--- src/source/x68k_glue_defs.svh ---
// X68000 glue constants for clock dividers, MT32 mode decoding and hold times
`ifndef X68K_GLUE_DEFS_SVH
`define X68K_GLUE_DEFS_SVH

////////////////////////////////////////
// Clock-enable dividers
////////////////////////////////////////

// System enable, one pulse per 4 clocks
`define X68K_DIV_SYS 4

// Sound enable in normal clock mode
`define X68K_DIV_SND 5

// Sound enable in slow clock mode, also OPM enable 0
`define X68K_DIV_SND_SLOW 10

// OPM enable 1
`define X68K_DIV_OPM 20

////////////////////////////////////////
// MT32-pi mode bytes and info codes
////////////////////////////////////////

`define X68K_MT32_MODE_FLUID 8'hA2
`define X68K_MT32_MODE_MUNT 8'hA1

// Info menu entries, SoundFonts first, then ROMs
`define X68K_INFO_SF_BASE 4'd1
`define X68K_INFO_ROM_BASE 4'd9
`define X68K_INFO_UNKNOWN 4'd12

////////////////////////////////////////
// Hold times in clk_sys cycles
////////////////////////////////////////

`define X68K_LED_HOLD 4500000
`define X68K_LCD_HOLD 180000000

`endif
--- src/source/x68k_glue_pkg.sv ---
// X68000 glue shared types for enable bus, loader bus, MT32 status and video
package x68k_glue_pkg;

	////////////////////////////////////////
	// Buses
	////////////////////////////////////////

	// Clock enables toward the core, all single-cycle pulses
	typedef struct packed {
		logic       sys_ce;
		logic       mpu_cep;
		logic       mpu_cen;
		logic       snd_ce;
		// Bit 0 at 1/10, bit 1 at 1/20
		logic [1:0] opm_ce;
	} ce_bus_t;

	// Loader signals toward the core
	typedef struct packed {
		// Address enable while a download is active
		logic aen;
		// Write request, held until acknowledged
		logic wr;
		// Sticky, set once the first download ends
		logic done;
	} ldr_bus_t;

	// MT32-pi status as reported by the synth
	typedef struct packed {
		logic [7:0] mode;
		logic [1:0] rom;
		logic [2:0] sf;
	} mt32_stat_t;

	// One 24-bit pixel
	typedef struct packed {
		logic [7:0] r;
		logic [7:0] g;
		logic [7:0] b;
	} rgb_t;

	////////////////////////////////////////
	// State and selector encodings
	////////////////////////////////////////

	// Loader FSM
	typedef enum logic [1:0] {
		LDR_WAIT_DL,
		LDR_IDLE,
		LDR_WRITE,
		LDR_DONE
	} ldr_state_e;

	// Show Info menu option
	typedef enum logic [1:0] {
		INFO_OFF,
		INFO_ON_CHANGE,
		INFO_LCD_ON,
		INFO_LCD_AUTO
	} info_sel_e;

endpackage

--- src/source/x68k_glue.sv ---
// X68000 glue top connecting core control, clock enables, disk LED and MT32 status
`timescale 1ns/1ps
`include "x68k_glue_defs.svh"

module x68k_glue #(
	parameter int LED_HOLD = `X68K_LED_HOLD,
	parameter int LCD_HOLD = `X68K_LCD_HOLD
) (
	input  logic                      clk_sys,
	input  logic                      arst_n,
	// Reset sources
	input  logic                      user_btn,
	input  logic                      menu_reset,
	input  logic                      host_reset,
	output logic                      sys_rstn,
	// Host download and loader
	input  logic                      ioctl_download,
	input  logic                      ioctl_wr,
	output logic                      ioctl_wait,
	input  logic                      ldr_ack,
	output x68k_glue_pkg::ldr_bus_t   ldr,
	// Clock enables
	input  logic                      turbo_req,
	input  logic                      snd_slow,
	output x68k_glue_pkg::ce_bus_t    ce,
	// Disk LED
	input  logic                      disk_act,
	output logic                      led_disk,
	// MT32-pi status and video
	input  logic                      mt32_newmode,
	input  x68k_glue_pkg::mt32_stat_t mt32,
	input  x68k_glue_pkg::info_sel_e  info_sel,
	input  logic                      lcd_update,
	input  logic                      lcd_en,
	input  logic                      lcd_pix,
	input  x68k_glue_pkg::rgb_t       pixel,
	output logic                      info_req,
	output logic [3:0]                info_disp,
	output x68k_glue_pkg::rgb_t       video_out
);
	// Enables run only while the core is out of reset
	logic ce_run;

	////////////////////////////////////////
	// Control
	////////////////////////////////////////

	core_ctrl u_core_ctrl (
		.clk_sys        (clk_sys),
		.arst_n         (arst_n),
		.user_btn       (user_btn),
		.menu_reset     (menu_reset),
		.host_reset     (host_reset),
		.ioctl_download (ioctl_download),
		.ioctl_wr       (ioctl_wr),
		.ldr_ack        (ldr_ack),
		.sys_rstn       (sys_rstn),
		.ce_run         (ce_run),
		.ioctl_wait     (ioctl_wait),
		.ldr            (ldr)
	);

	////////////////////////////////////////
	// Datapath
	////////////////////////////////////////

	ce_gen u_ce_gen (
		.clk_sys   (clk_sys),
		.arst_n    (arst_n),
		.ce_run    (ce_run),
		.turbo_req (turbo_req),
		.snd_slow  (snd_slow),
		.ce        (ce)
	);

	act_led #(
		.HOLD_CYCLES (LED_HOLD)
	) u_act_led (
		.clk_sys (clk_sys),
		.arst_n  (arst_n),
		.act     (disk_act),
		.led     (led_disk)
	);

	mt32_osd #(
		.LCD_HOLD (LCD_HOLD)
	) u_mt32_osd (
		.clk_sys      (clk_sys),
		.arst_n       (arst_n),
		.mt32_newmode (mt32_newmode),
		.mt32         (mt32),
		.info_sel     (info_sel),
		.lcd_update   (lcd_update),
		.lcd_en       (lcd_en),
		.lcd_pix      (lcd_pix),
		.pixel        (pixel),
		.info_req     (info_req),
		.info_disp    (info_disp),
		.video_out    (video_out)
	);

endmodule

--- src/source/mt32_osd.sv ---
// MT32-pi status block with info code, info request, LCD timer and pixel overlay
`timescale 1ns/1ps
`include "x68k_glue_defs.svh"

module mt32_osd #(
	parameter int LCD_HOLD = `X68K_LCD_HOLD
) (
	input  logic                      clk_sys,
	input  logic                      arst_n,
	input  logic                      mt32_newmode,
	input  x68k_glue_pkg::mt32_stat_t mt32,
	input  x68k_glue_pkg::info_sel_e  info_sel,
	input  logic                      lcd_update,
	input  logic                      lcd_en,
	input  logic                      lcd_pix,
	input  x68k_glue_pkg::rgb_t       pixel,
	output logic                      info_req,
	output logic [3:0]                info_disp,
	output x68k_glue_pkg::rgb_t       video_out
);
	import x68k_glue_pkg::*;

	localparam int TO_W = $clog2(LCD_HOLD + 1);

	// Newmode passes a sample stage before its edge register
	logic newmode_s;
	logic newmode_q;
	logic update_q;
	logic update_tgl;

	// LCD timeout and on flag
	logic [TO_W-1:0] lcd_to;
	logic            lcd_on;

	// Top two bits from the LCD, rest shifted down
	function automatic logic [7:0] lcd_mix(input logic [7:0] ch, input logic pix);
		return {{2{pix}}, ch[7:2]};
	endfunction

	assign update_tgl = update_q ^ lcd_update;

	////////////////////////////////////////
	// Control registers
	////////////////////////////////////////

	always_ff @(posedge clk_sys or negedge arst_n) begin
		if (!arst_n) begin
			newmode_s <= 1'b0;
			newmode_q <= 1'b0;
			update_q  <= 1'b0;
			info_req  <= 1'b0;
			lcd_to    <= '0;
			lcd_on    <= 1'b0;
		end else begin
			newmode_s <= mt32_newmode;
			newmode_q <= newmode_s;
			update_q  <= lcd_update;
			// Popup request only when the menu asks for it
			info_req  <= (newmode_s ^ newmode_q) && (info_sel == INFO_ON_CHANGE);

			if (lcd_to != '0)
				lcd_to <= lcd_to - 1'b1;

			case (info_sel)
				INFO_LCD_ON: lcd_on <= 1'b1;
				INFO_LCD_AUTO: begin
					// Each update restarts the timeout
					if (update_tgl)
						lcd_to <= TO_W'(LCD_HOLD);
					lcd_on <= update_tgl || (lcd_to > TO_W'(1));
				end
				default: lcd_on <= 1'b0;
			endcase
		end
	end

	////////////////////////////////////////
	// Info code and video overlay
	////////////////////////////////////////

	always_ff @(posedge clk_sys) begin
		if (mt32.mode == `X68K_MT32_MODE_FLUID)
			info_disp <= `X68K_INFO_SF_BASE + {1'b0, mt32.sf};
		else if (mt32.mode == `X68K_MT32_MODE_MUNT && mt32.rom != 2'd3)
			info_disp <= `X68K_INFO_ROM_BASE + {2'b00, mt32.rom};
		else
			info_disp <= `X68K_INFO_UNKNOWN;

		if (lcd_on && lcd_en) begin
			video_out.r <= lcd_mix(pixel.r, lcd_pix);
			video_out.g <= lcd_mix(pixel.g, lcd_pix);
			video_out.b <= lcd_mix(pixel.b, lcd_pix);
		end else begin
			video_out <= pixel;
		end
	end

endmodule

--- src/source/act_led.sv ---
// Activity LED stretcher, holds the LED on for a while after each pulse
`timescale 1ns/1ps
`include "x68k_glue_defs.svh"

module act_led #(
	parameter int HOLD_CYCLES = `X68K_LED_HOLD
) (
	input  logic clk_sys,
	input  logic arst_n,
	input  logic act,
	output logic led
);
	localparam int CNT_W = $clog2(HOLD_CYCLES + 1);

	// Cycles left before the LED goes dark
	logic [CNT_W-1:0] hold_cnt;

	always_ff @(posedge clk_sys or negedge arst_n) begin
		if (!arst_n) begin
			hold_cnt <= '0;
		end else if (act) begin
			// Retrigger, activity keeps the LED lit
			hold_cnt <= CNT_W'(HOLD_CYCLES);
		end else if (hold_cnt != '0) begin
			hold_cnt <= hold_cnt - 1'b1;
		end
	end

	// Lit while the hold runs
	assign led = (hold_cnt != '0);

endmodule

--- src/source/ce_gen.sv ---
// Clock-enable generator for system, CPU (normal or turbo), sound and OPM
`timescale 1ns/1ps
`include "x68k_glue_defs.svh"

module ce_gen (
	input  logic                   clk_sys,
	input  logic                   arst_n,
	input  logic                   ce_run,
	input  logic                   turbo_req,
	input  logic                   snd_slow,
	output x68k_glue_pkg::ce_bus_t ce
);
	localparam int SYS_W  = $clog2(`X68K_DIV_SYS);
	localparam int SND_W  = $clog2(`X68K_DIV_SND);
	localparam int SND2_W = $clog2(`X68K_DIV_SND_SLOW);
	localparam int OPM_W  = $clog2(`X68K_DIV_OPM);

	// Terminal counts
	localparam logic [SYS_W-1:0]  SYS_LAST  = SYS_W'(`X68K_DIV_SYS - 1);
	localparam logic [SND_W-1:0]  SND_LAST  = SND_W'(`X68K_DIV_SND - 1);
	localparam logic [SND2_W-1:0] SND2_LAST = SND2_W'(`X68K_DIV_SND_SLOW - 1);
	localparam logic [OPM_W-1:0]  OPM_LAST  = OPM_W'(`X68K_DIV_OPM - 1);

	logic [SYS_W-1:0]  div_sys;
	logic [SND_W-1:0]  div_snd;
	logic [SND2_W-1:0] div_snd2;
	logic [OPM_W-1:0]  div_opm;

	// CPU speed, only changes on a system enable
	logic turbo;

	always_ff @(posedge clk_sys or negedge arst_n) begin
		if (!arst_n) begin
			div_sys  <= '0;
			div_snd  <= '0;
			div_snd2 <= '0;
			div_opm  <= '0;
			turbo    <= 1'b0;
			ce       <= '0;
		end else if (!ce_run) begin
			// Core in reset, everything parked at zero
			div_sys  <= '0;
			div_snd  <= '0;
			div_snd2 <= '0;
			div_opm  <= '0;
			turbo    <= 1'b0;
			ce       <= '0;
		end else begin
			////////////////////////////////////////
			// Modulo counters, each with its own wrap
			////////////////////////////////////////
			div_sys  <= (div_sys == SYS_LAST) ? '0 : div_sys + 1'b1;
			div_snd  <= (div_snd == SND_LAST) ? '0 : div_snd + 1'b1;
			div_snd2 <= (div_snd2 == SND2_LAST) ? '0 : div_snd2 + 1'b1;
			div_opm  <= (div_opm == OPM_LAST) ? '0 : div_opm + 1'b1;

			if (ce.sys_ce)
				turbo <= turbo_req;

			ce.sys_ce <= (div_sys == SYS_LAST);
			// Normal: cep with sys_ce, cen half a period later
			// Turbo: cep and cen alternate every clock
			ce.mpu_cep <= turbo ? div_sys[0] : (div_sys == SYS_LAST);
			ce.mpu_cen <= turbo ? ~div_sys[0] : (div_sys == SYS_W'(1));

			ce.snd_ce    <= snd_slow ? (div_snd2 == SND2_LAST) : (div_snd == SND_LAST);
			ce.opm_ce[0] <= (div_snd2 == SND2_LAST);
			ce.opm_ce[1] <= (div_opm == OPM_LAST);
		end
	end

endmodule

--- src/source/core_ctrl.sv ---
// Core control block for reset sequencing and the loader write handshake
`timescale 1ns/1ps

module core_ctrl (
	input  logic                    clk_sys,
	input  logic                    arst_n,
	input  logic                    user_btn,
	input  logic                    menu_reset,
	input  logic                    host_reset,
	input  logic                    ioctl_download,
	input  logic                    ioctl_wr,
	input  logic                    ldr_ack,
	output logic                    sys_rstn,
	output logic                    ce_run,
	output logic                    ioctl_wait,
	output x68k_glue_pkg::ldr_bus_t ldr
);
	import x68k_glue_pkg::*;

	// Previous values for edge detection
	logic menu_q;
	logic dl_q;
	logic ack_q;

	// Sticky conditions for leaving reset
	logic dl_seen;
	logic menu_seen;

	// Any reset source, one cycle old
	logic rst_req;

	ldr_state_e state;

	logic dl_rise;
	logic dl_fall;
	logic menu_fall;
	logic ack_rise;

	assign dl_rise   = ioctl_download & ~dl_q;
	assign dl_fall   = ~ioctl_download & dl_q;
	assign menu_fall = ~menu_reset & menu_q;
	assign ack_rise  = ldr_ack & ~ack_q;

	////////////////////////////////////////
	// Reset sequencing
	////////////////////////////////////////

	always_ff @(posedge clk_sys or negedge arst_n) begin
		if (!arst_n) begin
			menu_q    <= 1'b0;
			dl_q      <= 1'b0;
			ack_q     <= 1'b0;
			dl_seen   <= 1'b0;
			menu_seen <= 1'b0;
			rst_req   <= 1'b0;
			sys_rstn  <= 1'b0;
		end else begin
			menu_q <= menu_reset;
			dl_q   <= ioctl_download;
			ack_q  <= ldr_ack;
			// Core stays in reset until the first ROM arrives
			if (dl_rise)
				dl_seen <= 1'b1;
			// Menu pulses reset once at startup
			if (menu_fall)
				menu_seen <= 1'b1;
			rst_req  <= user_btn | menu_reset | host_reset;
			// Second stage, so a button reaches sys_rstn in 2 cycles
			sys_rstn <= dl_seen & menu_seen & ~rst_req;
		end
	end

	// Enables only run while the core is out of reset
	assign ce_run = sys_rstn;

	////////////////////////////////////////
	// Loader FSM
	////////////////////////////////////////

	always_ff @(posedge clk_sys or negedge arst_n) begin
		if (!arst_n) begin
			state <= LDR_WAIT_DL;
		end else begin
			case (state)
				LDR_WAIT_DL: begin
					if (dl_rise)
						state <= LDR_IDLE;
				end
				LDR_IDLE: begin
					// End of download wins over a late write
					if (dl_fall)
						state <= LDR_DONE;
					else if (ioctl_wr)
						state <= LDR_WRITE;
				end
				LDR_WRITE: begin
					// Host is stalled here, further writes are dropped
					if (ack_rise)
						state <= ioctl_download ? LDR_IDLE : LDR_DONE;
				end
				default: begin
					// Done is final until the next arst_n
					state <= LDR_DONE;
				end
			endcase
		end
	end

	assign ldr.aen  = (state == LDR_IDLE) || (state == LDR_WRITE);
	assign ldr.wr   = (state == LDR_WRITE);
	assign ldr.done = (state == LDR_DONE);

	// Host waits for as long as a write is pending
	assign ioctl_wait = ldr.wr;

endmodule

--- config.mk ---
export PLATFORM = sky130hd
export DESIGN_NAME = x68k_glue
export DESIGN_NICKNAME = d
export VERILOG_FILES = /design/src/source/x68k_glue_pkg.sv /design/src/source/x68k_glue.sv /design/src/source/mt32_osd.sv /design/src/source/act_led.sv /design/src/source/ce_gen.sv /design/src/source/core_ctrl.sv
export VERILOG_INCLUDE_DIRS = /design/src /design/src/source
export SDC_FILE = /design/constraint.sdc
export NUM_CORES = 1
export LEC_CHECK = 0
export BUFFER_PORTS_ARGS = -buffer_cell sky130_fd_sc_hd__buf_4
export CORE_AREA = 4 4 102 104
export CTS_CLUSTER_SIZE = 16
export DETAILED_ROUTE_END_ITERATION = 7
export DIE_AREA = 0 0 106 108
export GPL_ROUTABILITY_DRIVEN = 0
export PLACE_DENSITY = 0.82
export SYNTH_ARGS = -nofsm -noshare
export SYNTH_HDL_FRONTEND = slang
export SYNTH_SLANG_ARGS = --single-unit
export TNS_END_PERCENT = 50
--- constraint.sdc ---
create_clock -name clk_sys -period 3 [get_ports clk_sys]
set_input_delay 0.15 -clock clk_sys [delete_from_list [all_inputs] [get_ports clk_sys]]
set_output_delay 0.15 -clock clk_sys [all_outputs]
set_load 0.005 [all_outputs]
==> run metrics <==
Max clock buf depth 2; max incr delay on CP 520 ps; worst-margin pin slew 1050 ps; Worst Hold Class primary input to flop; minimum clock period after layout 2570 ps; Post-synth EDFFs 0; Worst EP required around 2900 ps; ys flop type dfrtp_1; Netlist cell types 59; WP buf/inv 2; static leakage between 0.003 and 0.004 uW; post-synthesis sequential area ratio 0.515; Synth Instances 501; Die Y-Extent 108 um; FILL cells 614; status completed; ant diodes 0; WP data arrival 2420 ps; critical path startpoint u_act_led.hold_cnt[0]; Max Clock Skew 7.98 ps; H-tree depth 4; Residual DRC 0; Area Overhead vs Synth 37.4%; num ports 95; reg2reg start u_act_led.hold_cnt[0]; final setup margin 430 ps; upper clock frequency limit around 0.39 GHz; Num CTS Buffers 17; CP top delay family simple AND/OR/NAND/NOR gates; Worst Reg2Reg Path Length in Cells 7; Die Wd around 110 um; Core Region 0.00955 mm2; first-pass GRT wire length 22.0 mm; Min-Delay Startpoint info_sel[0]; CP startpoint kind flop; flop2flop setup slack 560 ps; row cnt 36; Routed Wire Length 13.1 mm; fin nets 723; Clock Sinks between 100 and 150; largest net degree at the start of global routing 87; ANT nets after route 0; Total Negative Setup Slacks 0 ps; Mean Syn Cell Area roughly 11 um2; relative slew slack 0.301; Peak supply drop 0.000414 V; GR Overflow Total 0; post-synth net total 572; ratio of cells with drive above 1 in the final layout 0.253; total track usage 0.243; CTS tree yes; Pwr Density 646 mW/mm2; final hold violations 0; Hold EP u_mt32_osd.lcd_on; Post-Syn Area 0.00526 mm2; dpl hpwl 7.74 mm; CTS root buf clkbuf_8; Via-to-Cell Ratio 5.52; Crit Path Category flop to output port; vias between 4000 and 5000; Worst-path clk slew 60 ps; initial DRC count 269; number of synthesized register bits between 100 and 150; Ys Warns 0; vias in the first global route 4574; initial core utilization 0.551; number of I/O port buffers 94; crit-path cells inv_1 -> ha_1 -> or3b_2 -> nor3_2 -> nand2_1 -> buf_4; Final Cycle Share 0.857; Crit. End Element output port; DR pass1 iterations 5; WL/cell 16.4 um; DP Worst Slack 615 ps; Worst-Skew Late Latency 520 ps; hold depth 5; critical path peak fanout 6; Setup-failing EPs final 0; max-slew violation count 0; Reg-to-Reg End u_act_led.hold_cnt[22]; initial antenna violation count 0; RSZ-0062 raised after global routing no; die area between 0.01 and 0.015 mm2; maximum capacitance violations 0; slowest cell on the critical path or3b_2; FFs w/ async S/R, synth 0.754
[synthesized netlist by cell type (6+ instances only)]
library cell,instances,area share
nor2_1,58,0.041
or3_1,14,0.017
and2_1,6,0.0071
and3_1,6,0.0071
inv_1,19,0.014
xnor2_1,18,0.030
nand2_1,20,0.014
nor3_1,16,0.015
o31ai_1,6,0.0086
a21oi_1,17,0.016
ha_1,17,0.040
or4_1,7,0.010
mux2_2,19,0.041
o21ai_0,10,0.0095
mux2i_1,8,0.015
dfrtp_1,86,0.41
nand3_1,16,0.015
nand2b_1,12,0.014
clkbuf_1,11,0.0078
nor4_1,10,0.012
dfxtp_1,28,0.11
xor2_1,10,0.017
a21o_1,10,0.014
[worst max path at each step]
stage / endpoint / slack [ps] / cells after the start
6_report: led_disk / 430 / 6
5_1_grt: led_disk / 240 / 6
4_1_cts: led_disk / 180 / 6
3_5_place_dp: u_act_led.hold_cnt[22] / 620 / 7
3_3_place_gp: u_act_led.hold_cnt[14] / 670 / 7
2_1_floorplan: u_act_led.hold_cnt[10] / 790 / 7
[registers in the layout, summed over array words and instances (netlist names), 3 cells and up]
signal / flops
u_mt32_osd.info_disp: 4
u_act_led.hold_cnt: 23
u_ce_gen.div_opm: 5
u_ce_gen.div_snd: 3
u_mt32_osd.lcd_to: 28
u_ce_gen.div_snd2: 4
u_ce_gen.ce: 6
u_mt32_osd.video_out: 24
[through the flow]
step                       util  total power, uW  std cells  hold WS [ps]  instance area, um2
after floorplan               -             2240        501          -146                5260
after global placement    0.636             2480        713           261                6070
after detailed placement  0.636             2510        713           266                6070
after CTS                 0.757             4670        798          79.2                7230
after global routing      0.757             4870        798           100                7230
final                     0.757             4680        798           119                7230
[layout make-up]
type,instances,area (um2),area share
inverters,19,71.3,0.00986
multi-input cells,351,2410,0.333
flip-flops and latches,114,2710,0.375
well taps,133,166,0.0230
clock inverters,12,179,0.0247
repair buffers,149,1250,0.173
clock buffers,20,445,0.0616
[kinds of logic after synthesis]
group	synth area share
XOR/XNOR	0.0466
multiplexers	0.0559
buffers and inverters	0.0283
AO/OA/AOI/OAI	0.107
adder cells (fa/ha/maj)	0.0404
flip-flops	0.515
AND/OR/NAND/NOR	0.206
[tightest hold or removal path, delay by kind of cell]
kind | cells | cell delay, ps
AND/OR/NAND/NOR | 2 | 110
AO/OA/AOI/OAI | 2 | 200
buffers and inverters | 1 | 120
[timing repair]
action / CTS / global route
gates resized for setup: 0 / 1
endpoints found under the setup margin: 0 / 1
endpoints found under the hold margin: 140 / 0
setup buffers: 0 / 0
hold buffers: 53 / 0
[layout by cell type, fill, tap and decap left out, drive strengths merged, types with 11 or more instances in the layout]
cell	netlist	routed
inv	19	20
nand3	16	16
xnor2	18	18
nor2	58	58
o21ai	12	12
nand2	20	20
dfrtp	86	86
dlygate4sd3	0	53
dfxtp	28	28
or4	11	11
ha	17	17
clkbuf	11	20
nand2b	12	12
nor3	16	16
buf	6	96
a21oi	17	17
mux2	19	19
nor4	13	13
or3	14	14
[metal layers]
metal	vias up	part of all wire	track usage	wire length, um
li1	2094	-	-	-
met1	2137	0.38	0.275	5010
met2	138	0.54	0.439	7090
met3	33	0.046	0.0663	606
met4	0	0.027	0.0962	354
met5	-	0	0	0
[power breakdown]
part | switching, uW | internal, uW | leakage, uW
logic | 374 | 395 | 0.00151
registers | 139 | 1660 | 0.00129
clock network | 711 | 1390 | 0.000286
No activity file was read; power rests on OpenSTA's default activity.
